[src/hdl/cart_macros.svh]
`ifndef CART_MACROS_SVH
`define CART_MACROS_SVH

// Flat ROM/SRAM address out of the mappers
`define CART_ADDR_W   27

// Cartridge slots served by each mapper
`define CART_SLOTS    2

// APB address width
`define APB_ADDR_W    8

// Register offsets inside one slot group, slot number in paddr[4]
`define CFG_TYPE_OFS  4'h0
`define CFG_ROM_OFS   4'h4
`define CFG_SRAM_OFS  4'h8

// Bank value that swaps a window over to SRAM
`define SRAM_EN_CODE  8'h10

`endif // CART_MACROS_SVH

[src/hdl/cart_cfg_pkg.sv]
`default_nettype none

package cart_cfg_pkg;

    // Mapper kinds held per slot
    typedef enum logic [2:0] {
        MAPPER_NONE    = 3'd0,   // Slot empty or unmapped
        MAPPER_ASCII8  = 3'd1,   // Four 8 KB windows
        MAPPER_ASCII16 = 3'd2,   // Two 16 KB windows
        MAPPER_RTYPE   = 3'd3    // ASCII16 variant, fixed lower window
    } mapper_t;

    // Configuration handed to the mappers for the active slot
    typedef struct packed {
        mapper_t     typ;        // Mapper kind
        logic [24:0] rom_size;   // ROM size in bytes
        logic [15:0] sram_size;  // SRAM size in KB
        logic        id;         // Slot, picks the bank register set
    } block_info_t;

endpackage

`default_nettype wire

[src/hdl/cart_bus_pkg.sv]
`default_nettype none

`include "cart_macros.svh"

package cart_bus_pkg;

    // One CPU memory access, plain strobes
    typedef struct packed {
        logic [15:0] addr;       // Z80 address
        logic [7:0]  data;       // Write data
        logic        mreq;       // Memory request
        logic        rd;         // Read strobe
        logic        wr;         // Write strobe
        logic        slot;       // Target cartridge slot
    } cpu_req_t;

    // Mapper result toward the memories
    typedef struct packed {
        logic [`CART_ADDR_W-1:0] addr;   // Flat ROM or SRAM address
        logic                    ram_cs; // ROM select
        logic                    sram_cs;
        logic                    rnw;    // Low only for SRAM writes
    } mapper_out_t;

    // APB request side
    typedef struct packed {
        logic                   psel;
        logic                   penable;
        logic                   pwrite;
        logic [`APB_ADDR_W-1:0] paddr;
        logic [31:0]            pwdata;
    } apb_req_t;

    // APB response side
    typedef struct packed {
        logic [31:0] prdata;
        logic        pready;
        logic        pslverr;    // Unmapped register
    } apb_rsp_t;

endpackage

`default_nettype wire

[src/hdl/cart_cfg_regs.sv]
`timescale 1ns/1ps
`default_nettype none

`include "cart_macros.svh"

module cart_cfg_regs (
    input  wire logic                    clock_bus,
    input  wire logic                    rst,
    input  wire cart_bus_pkg::apb_req_t  apb_req,
    output cart_bus_pkg::apb_rsp_t       apb_rsp,
    input  wire logic                    slot,       // Slot of the current CPU access
    output cart_cfg_pkg::block_info_t    block_info
);

    // Per-slot configuration registers
    cart_cfg_pkg::mapper_t typ_q  [`CART_SLOTS];
    logic [24:0]           rom_q  [`CART_SLOTS];
    logic [15:0]           sram_q [`CART_SLOTS];

    logic       apb_slot;        // Slot group addressed over APB
    logic [3:0] reg_ofs;         // Offset inside the group
    logic       upper_ok;        // paddr[7:5] must be clear
    logic       sel_type;
    logic       sel_rom;
    logic       sel_sram;
    logic       reg_hit;         // One of the six registers
    logic       access;          // APB access phase
    logic       wr_en;
    logic [31:0] rdata;

    assign apb_slot = apb_req.paddr[4];
    assign reg_ofs  = apb_req.paddr[3:0];
    assign upper_ok = (apb_req.paddr[`APB_ADDR_W-1:5] == '0);

    // Offset decode
    assign sel_type = upper_ok && (reg_ofs == `CFG_TYPE_OFS);
    assign sel_rom  = upper_ok && (reg_ofs == `CFG_ROM_OFS);
    assign sel_sram = upper_ok && (reg_ofs == `CFG_SRAM_OFS);
    assign reg_hit  = sel_type | sel_rom | sel_sram;

    assign access = apb_req.psel & apb_req.penable;
    assign wr_en  = access & apb_req.pwrite & reg_hit;   // Unmapped writes dropped

    // Register write at the end of the access phase
    always_ff @(posedge clock_bus) begin
        if (rst) begin
            for (int s = 0; s < `CART_SLOTS; s++) begin
                typ_q[s]  <= cart_cfg_pkg::MAPPER_NONE;
                rom_q[s]  <= '0;
                sram_q[s] <= '0;
            end
        end else if (wr_en) begin
            if (sel_type)
                typ_q[apb_slot] <= cart_cfg_pkg::mapper_t'(apb_req.pwdata[2:0]);
            if (sel_rom)
                rom_q[apb_slot] <= apb_req.pwdata[24:0];   // Bytes
            if (sel_sram)
                sram_q[apb_slot] <= apb_req.pwdata[15:0];  // KB
        end
    end

    // Read mux
    always_comb begin
        rdata = '0;
        if (sel_type)
            rdata = {29'd0, typ_q[apb_slot]};
        else if (sel_rom)
            rdata = {7'd0, rom_q[apb_slot]};
        else if (sel_sram)
            rdata = {16'd0, sram_q[apb_slot]};
    end

    // Zero wait states, data only while reading a real register
    assign apb_rsp.pready  = 1'b1;
    assign apb_rsp.pslverr = access & ~reg_hit;
    assign apb_rsp.prdata  = (access & ~apb_req.pwrite & reg_hit) ? rdata : 32'd0;

    // Configuration of the slot the CPU is addressing
    assign block_info.typ       = typ_q[slot];
    assign block_info.rom_size  = rom_q[slot];
    assign block_info.sram_size = sram_q[slot];
    assign block_info.id        = slot;

    // Setup phase must be followed by an access phase to the same address
    apb_setup_to_access: assert property (
        @(posedge clock_bus) disable iff (rst)
        (apb_req.psel && !apb_req.penable) |=>
            (apb_req.psel && apb_req.penable && $stable(apb_req.paddr))
    ) else $error("APB setup not followed by a stable access phase");

endmodule

`default_nettype wire

[src/hdl/mapper_ascii16.sv]
`timescale 1ns/1ps
`default_nettype none

`include "cart_macros.svh"

module mapper_ascii16 (
    input  wire logic                       clock_bus,
    input  wire logic                       rst,
    input  wire cart_bus_pkg::cpu_req_t     cpu_req,
    input  wire cart_cfg_pkg::block_info_t  block_info,
    output cart_bus_pkg::mapper_out_t       out
);

    localparam int AW = `CART_ADDR_W;

    logic mapped;                // 0x4000-0xBFFF
    logic mapper_en;
    logic mode_rtype;
    logic cs;
    logic sram_exists;

    // Banks and SRAM enables, one set per slot
    logic [7:0] bank0_q   [`CART_SLOTS];
    logic [7:0] bank1_q   [`CART_SLOTS];
    logic [1:0] sram_en_q [`CART_SLOTS];   // Bit per window

    logic [7:0]    bank_base;
    logic          sram_en;
    logic [AW-1:0] sram_addr;
    logic [AW-1:0] ram_addr;
    logic          ram_valid;
    logic          ram_cs;
    logic          sram_cs;

    assign mapped      = ^cpu_req.addr[15:14];   // 01 or 10
    assign mode_rtype  = (block_info.typ == cart_cfg_pkg::MAPPER_RTYPE);
    assign mapper_en   = (block_info.typ == cart_cfg_pkg::MAPPER_ASCII16) | mode_rtype;
    assign cs          = mapped & mapper_en & cpu_req.mreq;
    assign sram_exists = (block_info.sram_size != 16'd0);

    // Bank register writes
    always_ff @(posedge clock_bus) begin
        if (rst) begin
            for (int s = 0; s < `CART_SLOTS; s++) begin
                bank0_q[s]   <= 8'h00;
                bank1_q[s]   <= 8'h00;
                sram_en_q[s] <= 2'b00;
            end
        end else if (cs & cpu_req.wr) begin
            if (mode_rtype) begin
                // R-TYPE only answers at 0x7000-0x7FFF
                if (cpu_req.addr[15:12] == 4'b0111)
                    bank1_q[block_info.id] <= cpu_req.data &
                                              (cpu_req.data[4] ? 8'h17 : 8'h1F);
            end else begin
                case (cpu_req.addr[15:11])
                    5'b01100: begin   // 0x6000-0x67FF
                        if (cpu_req.data == `SRAM_EN_CODE && sram_exists) begin
                            sram_en_q[block_info.id][0] <= 1'b1;
                        end else begin
                            sram_en_q[block_info.id][0] <= 1'b0;
                            bank0_q[block_info.id]      <= cpu_req.data;
                        end
                    end
                    5'b01110: begin   // 0x7000-0x77FF
                        if (cpu_req.data == `SRAM_EN_CODE && sram_exists) begin
                            sram_en_q[block_info.id][1] <= 1'b1;
                        end else begin
                            sram_en_q[block_info.id][1] <= 1'b0;
                            bank1_q[block_info.id]      <= cpu_req.data;
                        end
                    end
                    default: ;
                endcase
            end
        end
    end

    // Upper window uses bank1, lower one is pinned to 0x0F in R-TYPE
    assign bank_base = cpu_req.addr[15] ? bank1_q[block_info.id] :
                       (mode_rtype ? 8'h0F : bank0_q[block_info.id]);
    assign sram_en   = sram_en_q[block_info.id][cpu_req.addr[15]];

    // 8 KB SRAM image above 2 KB, else 2 KB mirrored
    assign sram_addr = (block_info.sram_size > 16'd2) ?
                       {{(AW-13){1'b0}}, cpu_req.addr[12:0]} :
                       {{(AW-11){1'b0}}, cpu_req.addr[10:0]};
    assign ram_addr  = {{(AW-22){1'b0}}, bank_base, cpu_req.addr[13:0]};
    assign ram_valid = (ram_addr < {{(AW-25){1'b0}}, block_info.rom_size});

    assign sram_cs = cs & sram_en;
    assign ram_cs  = cs & ram_valid & ~sram_en & cpu_req.rd;

    assign out.ram_cs  = ram_cs;
    assign out.sram_cs = sram_cs;
    assign out.rnw     = ~(sram_cs & cpu_req.wr & cpu_req.addr[15]);
    assign out.addr    = cs ? (sram_en ? sram_addr : ram_addr) : {AW{1'b1}};   // Idle all ones

    // ROM and SRAM must never be selected together
    ascii16_cs_excl: assert property (
        @(posedge clock_bus) disable iff (rst) !(out.ram_cs && out.sram_cs)
    ) else $error("ASCII16 drives ram_cs and sram_cs together");

endmodule

`default_nettype wire

[src/hdl/mapper_ascii8.sv]
`timescale 1ns/1ps
`default_nettype none

`include "cart_macros.svh"

module mapper_ascii8 (
    input  wire logic                       clock_bus,
    input  wire logic                       rst,
    input  wire cart_bus_pkg::cpu_req_t     cpu_req,
    input  wire cart_cfg_pkg::block_info_t  block_info,
    output cart_bus_pkg::mapper_out_t       out
);

    localparam int AW = `CART_ADDR_W;

    logic       mapped;
    logic       mapper_en;
    logic       cs;
    logic       sram_exists;
    logic [1:0] win;             // 8 KB window being read
    logic       bank_wr;         // Write inside 0x6000-0x7FFF
    logic [1:0] wr_idx;          // Bank register picked by the write

    // Four banks per slot
    logic [7:0] bank_q    [`CART_SLOTS][4];
    logic [3:0] sram_en_q [`CART_SLOTS];

    logic [7:0]    bank_base;
    logic          sram_en;
    logic [AW-1:0] sram_addr;
    logic [AW-1:0] ram_addr;
    logic          ram_valid;
    logic          ram_cs;
    logic          sram_cs;

    assign mapped      = ^cpu_req.addr[15:14];
    assign mapper_en   = (block_info.typ == cart_cfg_pkg::MAPPER_ASCII8);
    assign cs          = mapped & mapper_en & cpu_req.mreq;
    assign sram_exists = (block_info.sram_size != 16'd0);

    // 0x4000 -> 0, 0x6000 -> 1, 0x8000 -> 2, 0xA000 -> 3
    assign win = {cpu_req.addr[15], cpu_req.addr[13]};

    // 0x6000, 0x6800, 0x7000, 0x7800, each 2 KB
    assign bank_wr = cs & cpu_req.wr & (cpu_req.addr[15:13] == 3'b011);
    assign wr_idx  = cpu_req.addr[12:11];

    always_ff @(posedge clock_bus) begin
        if (rst) begin
            for (int s = 0; s < `CART_SLOTS; s++) begin
                for (int b = 0; b < 4; b++)
                    bank_q[s][b] <= 8'h00;
                sram_en_q[s] <= 4'h0;
            end
        end else if (bank_wr) begin
            if (cpu_req.data == `SRAM_EN_CODE && sram_exists) begin
                sram_en_q[block_info.id][wr_idx] <= 1'b1;   // Window now SRAM
            end else begin
                sram_en_q[block_info.id][wr_idx] <= 1'b0;
                bank_q[block_info.id][wr_idx]    <= cpu_req.data;
            end
        end
    end

    assign bank_base = bank_q[block_info.id][win];
    assign sram_en   = sram_en_q[block_info.id][win];

    // Same SRAM address rule as ASCII16
    assign sram_addr = (block_info.sram_size > 16'd2) ?
                       {{(AW-13){1'b0}}, cpu_req.addr[12:0]} :
                       {{(AW-11){1'b0}}, cpu_req.addr[10:0]};
    assign ram_addr  = {{(AW-21){1'b0}}, bank_base, cpu_req.addr[12:0]};   // 13-bit offset
    assign ram_valid = (ram_addr < {{(AW-25){1'b0}}, block_info.rom_size});

    assign sram_cs = cs & sram_en;
    assign ram_cs  = cs & ram_valid & ~sram_en & cpu_req.rd;

    // SRAM writable only in windows 2 and 3
    assign out.ram_cs  = ram_cs;
    assign out.sram_cs = sram_cs;
    assign out.rnw     = ~(sram_cs & cpu_req.wr & cpu_req.addr[15]);
    assign out.addr    = cs ? (sram_en ? sram_addr : ram_addr) : {AW{1'b1}};

    ascii8_cs_excl: assert property (
        @(posedge clock_bus) disable iff (rst) !(out.ram_cs && out.sram_cs)
    ) else $error("ASCII8 drives ram_cs and sram_cs together");

endmodule

`default_nettype wire

[src/hdl/cart_slot_top.sv]
`timescale 1ns/1ps
`default_nettype none

module cart_slot_top (
    input  wire logic                    clock_bus,
    input  wire logic                    rst,
    input  wire cart_bus_pkg::apb_req_t  apb_req,
    output cart_bus_pkg::apb_rsp_t       apb_rsp,
    input  wire cart_bus_pkg::cpu_req_t  cpu_req,
    output cart_bus_pkg::mapper_out_t    out
);

    // Configuration of the slot in cpu_req.slot
    cart_cfg_pkg::block_info_t block_info;

    // Per-mapper results, idle value is all ones on addr and rnw
    cart_bus_pkg::mapper_out_t out_a16;
    cart_bus_pkg::mapper_out_t out_a8;

    cart_cfg_regs u_cfg_regs (
        .clock_bus  (clock_bus),
        .rst        (rst),
        .apb_req    (apb_req),
        .apb_rsp    (apb_rsp),
        .slot       (cpu_req.slot),
        .block_info (block_info)
    );

    // ASCII16 and R-TYPE
    mapper_ascii16 u_ascii16 (
        .clock_bus  (clock_bus),
        .rst        (rst),
        .cpu_req    (cpu_req),
        .block_info (block_info),
        .out        (out_a16)
    );

    mapper_ascii8 u_ascii8 (
        .clock_bus  (clock_bus),
        .rst        (rst),
        .cpu_req    (cpu_req),
        .block_info (block_info),
        .out        (out_a8)
    );

    // Only one mapper is active per access, the other sits idle
    assign out.ram_cs  = out_a16.ram_cs  | out_a8.ram_cs;
    assign out.sram_cs = out_a16.sram_cs | out_a8.sram_cs;
    assign out.rnw     = out_a16.rnw     & out_a8.rnw;
    assign out.addr    = out_a16.addr    & out_a8.addr;   // All ones is neutral

endmodule

`default_nettype wire

[config.mk]
export PLATFORM = sky130hd
export DESIGN_NAME = cart_slot_top
export DESIGN_NICKNAME = d
export VERILOG_FILES = /design/src/hdl/cart_cfg_pkg.sv /design/src/hdl/cart_bus_pkg.sv /design/src/hdl/cart_cfg_regs.sv /design/src/hdl/mapper_ascii16.sv /design/src/hdl/mapper_ascii8.sv /design/src/hdl/cart_slot_top.sv
export VERILOG_INCLUDE_DIRS = /design/src /design/src/hdl
export SDC_FILE = /design/constraint.sdc
export NUM_CORES = 1
export LEC_CHECK = 0
export BUFFER_PORTS_ARGS = -buffer_cell sky130_fd_sc_hd__buf_2
export CAP_MARGIN = 25
export CORE_ASPECT_RATIO = 1.25
export CORE_UTILIZATION = 51
export CTS_CLUSTER_SIZE = 40
export DETAILED_ROUTE_END_ITERATION = 8
export PLACE_DENSITY = 0.71
export SLEW_MARGIN = 0
export SYNTH_ARGS = -nofsm -noshare
export SYNTH_HDL_FRONTEND = slang
export SYNTH_HIERARCHICAL = 1
export SYNTH_SLANG_ARGS = --single-unit
[constraint.sdc]
create_clock -name clock_bus -period 14.1 [get_ports clock_bus]
set_clock_uncertainty 0.1 [all_clocks]
set_input_delay 2.115 -clock clock_bus [delete_from_list [all_inputs] [get_ports clock_bus]]
set_output_delay 2.115 -clock clock_bus [all_outputs]
set_load 0.005 [all_outputs]
==> results.sh <==
export IMPL_vias_per_cell=5.96
export IMPL_nets=1264
export IMPL_postRouteAntennaNets=0
export IMPL_ir_drop_uv=94.8
export IMPL_place_gp_congestion=0.851
export IMPL_clock_latency_ps=440
export IMPL_crit_fanout=51
export IMPL_die_h_um=174
export IMPL_grt_remaining_overflow=0
export IMPL_ys_ff_latch=196
export IMPL_whs_ps=982
export IMPL_status="finished clean"
export IMPL_setup_tns_ps=0
export IMPL_dr_pass1_iters=5
export IMPL_root_buffer="clkbuf_16"
export IMPL_postCtsSetupBuffers=0
export IMPL_finalSetupViolCount=0
export IMPL_cts_tree="built"
export IMPL_slew_headroom=0.352
export IMPL_fmax_mhz=123
export IMPL_rsz0062_at_grt="no"
export IMPL_grt_max_degree=87
export IMPL_synth_top_cell_area_share=0.487
export IMPL_tightest_slew_ps=966
export IMPL_die_area_mm2=0.0243
export IMPL_ys_types=68
export IMPL_num_vias=8643
export IMPL_syn_to_final_growth_pct=10.6
export IMPL_routed_wl_um=31300
export IMPL_synth_avg_cell_area_um2=11.3
export IMPL_antenna_cells=0
export IMPL_cp_data_arrival_time_ps=5930
export IMPL_slew_violations=0
export IMPL_power_density_mw_per_mm2=98.3
export IMPL_fill_cells=1937
export IMPL_hold_buffers=0
export IMPL_yosysWarnings=6
export IMPL_cp_end_kind="primary output"
export IMPL_grt_pass1_vias=8645
export IMPL_cts_repair_resized=0
export IMPL_synth_async_reset_ratio=0
export IMPL_antenna_found_initial=0
export IMPL_clk_pin_slew_ps=70
export IMPL_drive_gt1_frac=0.261
export IMPL_synth_largest_area_cell="edfxtp_1"
export IMPL_cts_max_path_buffers=2
export IMPL_wire_per_inst_um=21.6
export IMPL_synthFlopType="edfxtp_1"
export IMPL_htreeDepth=4
export IMPL_post_route_period_util=0.577
export IMPL_cap_violations=0
export IMPL_track_usage=0.264
export IMPL_timing_worst_setup_path_type="in -> out"
export IMPL_synth_edf_count=196
export IMPL_hold_path_class="reg -> reg"
export IMPL_fin_crit_ps=8140
export IMPL_p_leak_nw=5.25
export IMPL_ys_seq_area_frac=0.487
export IMPL_die_w_um=140
export IMPL_route_detailed_drc=0
export IMPL_dp_hpwl_um=21800
export IMPL_design_portCount=137
export IMPL_clock_sinks=196
export IMPL_cp_start_kind="input pin"
export IMPL_hold_viol=0
export IMPL_yosys_top_cells_area="edfxtp_1 (49%), mux2_2 (5.1%), mux2i_1 (4.8%)"
export IMPL_drt_iter0_markers=664
export IMPL_coreArea_mm2=0.0231
export IMPL_worstPathRequired_ps=11890
export IMPL_synth_cells=1066
export IMPL_netlist_area_mm2=0.0121
export IMPL_start_util=0.523
export IMPL_cts_buffers=17
export IMPL_grt_pass1_wl_um=47900
export IMPL_num_rows=62
export IMPL_io_buffers=121
==> cell families (layout without fill, tap and decap cells) <==
| kind of cell | after synthesis | in the layout | share of synthesized area |
|---|---|---|---|
| AOI/OAI and AO/OA | 111 | 111 | 0.0622 |
| DFF | 196 | 196 | 0.487 |
| adders and majority gates | 42 | 42 | 0.0435 |
| buffers and inverters | 166 | 256 | 0.0642 |
| other | 2 | 8 | 0.000621 |
| and+or+nand+nor | 416 | 416 | 0.207 |
| xor gates and xnor gates | 1 | 1 | 0.000725 |
| muxes | 132 | 132 | 0.135 |
==> worst max-delay path, cell delays in order <==
cell,delay (ps)
buf_4,530
mux2_2,490
a31oi_1,620
a22oi_1,410
ha_1,400
a21o_1,180
a21o_1,180
a311oi_1,290
nor2b_1,110
a2111oi_2,270
or2_1,160
buf_2,120
==> state kept, by name, indices dropped and copies added (netlist names) <==
| name | cells |
|---|---|
| u_ascii16/bank0_q | 16 |
| u_ascii16/bank1_q | 16 |
| u_ascii16/sram_en_q | 4 |
| u_ascii8/bank_q | 64 |
| u_ascii8/sram_en_q | 8 |
| u_cfg_regs/rom_q | 50 |
| u_cfg_regs/sram_q | 32 |
| u_cfg_regs/typ_q | 6 |
==> area by class of cell <==
cell class	count	area [um^2]	share of cell area
inverter	87	327	0.0244
multi-input combinational	710	5480	0.410
clock inverter	13	141	0.0106
clock buffer	19	433	0.0324
timing repair buffer	137	746	0.0557
sequential	196	5890	0.440
tap	288	360	0.0269
==> where the power goes <==
group          switching [mW]  internal (mW)  total (mW)
clock                   0.224          0.250       0.474
combinational           0.106         0.0665       0.172
sequential            0.00847          0.660       0.668
total                   0.338          0.977        1.31
==> synth_stat cells (5+ instances only) <==
library cell,number
a21o_1,12
a21oi_1,26
a22oi_1,8
and2_1,69
and3_1,16
buf_1,8
buf_2,17
buf_4,23
buf_6,6
clkbuf_1,25
edfxtp_1,196
ha_1,42
inv_1,87
mux2_2,55
mux2i_1,58
mux4_2,19
nand2_1,36
nand2b_1,32
nand3_1,14
nand4_1,7
nor2_1,71
nor2b_1,13
nor3_1,57
nor3_2,36
nor4_1,12
o21ai_0,24
o22a_1,13
or3_1,15
or4_4,5
==> routing by layer <==
layer,GRT usage,wire (um),vias to the layer above
met4,0.120,1050,0
li1,-,-,4031
met5,0,0,-
met3,0.0339,1740,50
met2,0.467,16300,330
met1,0.321,12300,4232
==> path summary, 6_finish.rpt <==
| path | startpoint | end | slack [ps] | depth (start not counted) |
|---|---|---|---|---|
| worst max-delay path | cpu_req[0] | out[2] | 5960 | 12 |
| worst min-delay path | u_cfg_regs/sram_q[0][0] | u_ascii16/sram_en_q[1][1] | 980 | 3 |
| worst max register to register | u_cfg_regs/typ_q[1][2] | u_ascii8/bank_q[1][19] | 10480 | 7 |
| worst min register to register | u_cfg_regs/sram_q[0][0] | u_ascii16/sram_en_q[1][1] | 980 | 3 |
==> layout by cell type (no fill, tap or decap), drive strengths merged, types with 24 or more instances in the layout <==
master  synthesis  final
mux2           55     55
inv            87     93
and2           69     69
ha             42     42
nor2           75     75
mux2i          58     58
nand2          37     37
nand2b         33     33
o21ai          24     24
buf            54    137
nor3           93     93
a21oi          26     26
edfxtp        196    196
==> per-stage QoR <==
step	power [mW]	util	cells	setup slack [ps]	cell area, um^2
floorplan	0.792	-	1072	6660	12100
CTS	1.32	0.577	1448	5970	13300
finish	1.31	0.579	1450	5960	13400
global placement	0.847	0.552	1415	6010	12800
detailed placement	0.852	0.552	1416	5970	12800
global route	1.36	0.579	1450	5750	13400
Power figures use the tool's default switching activity.
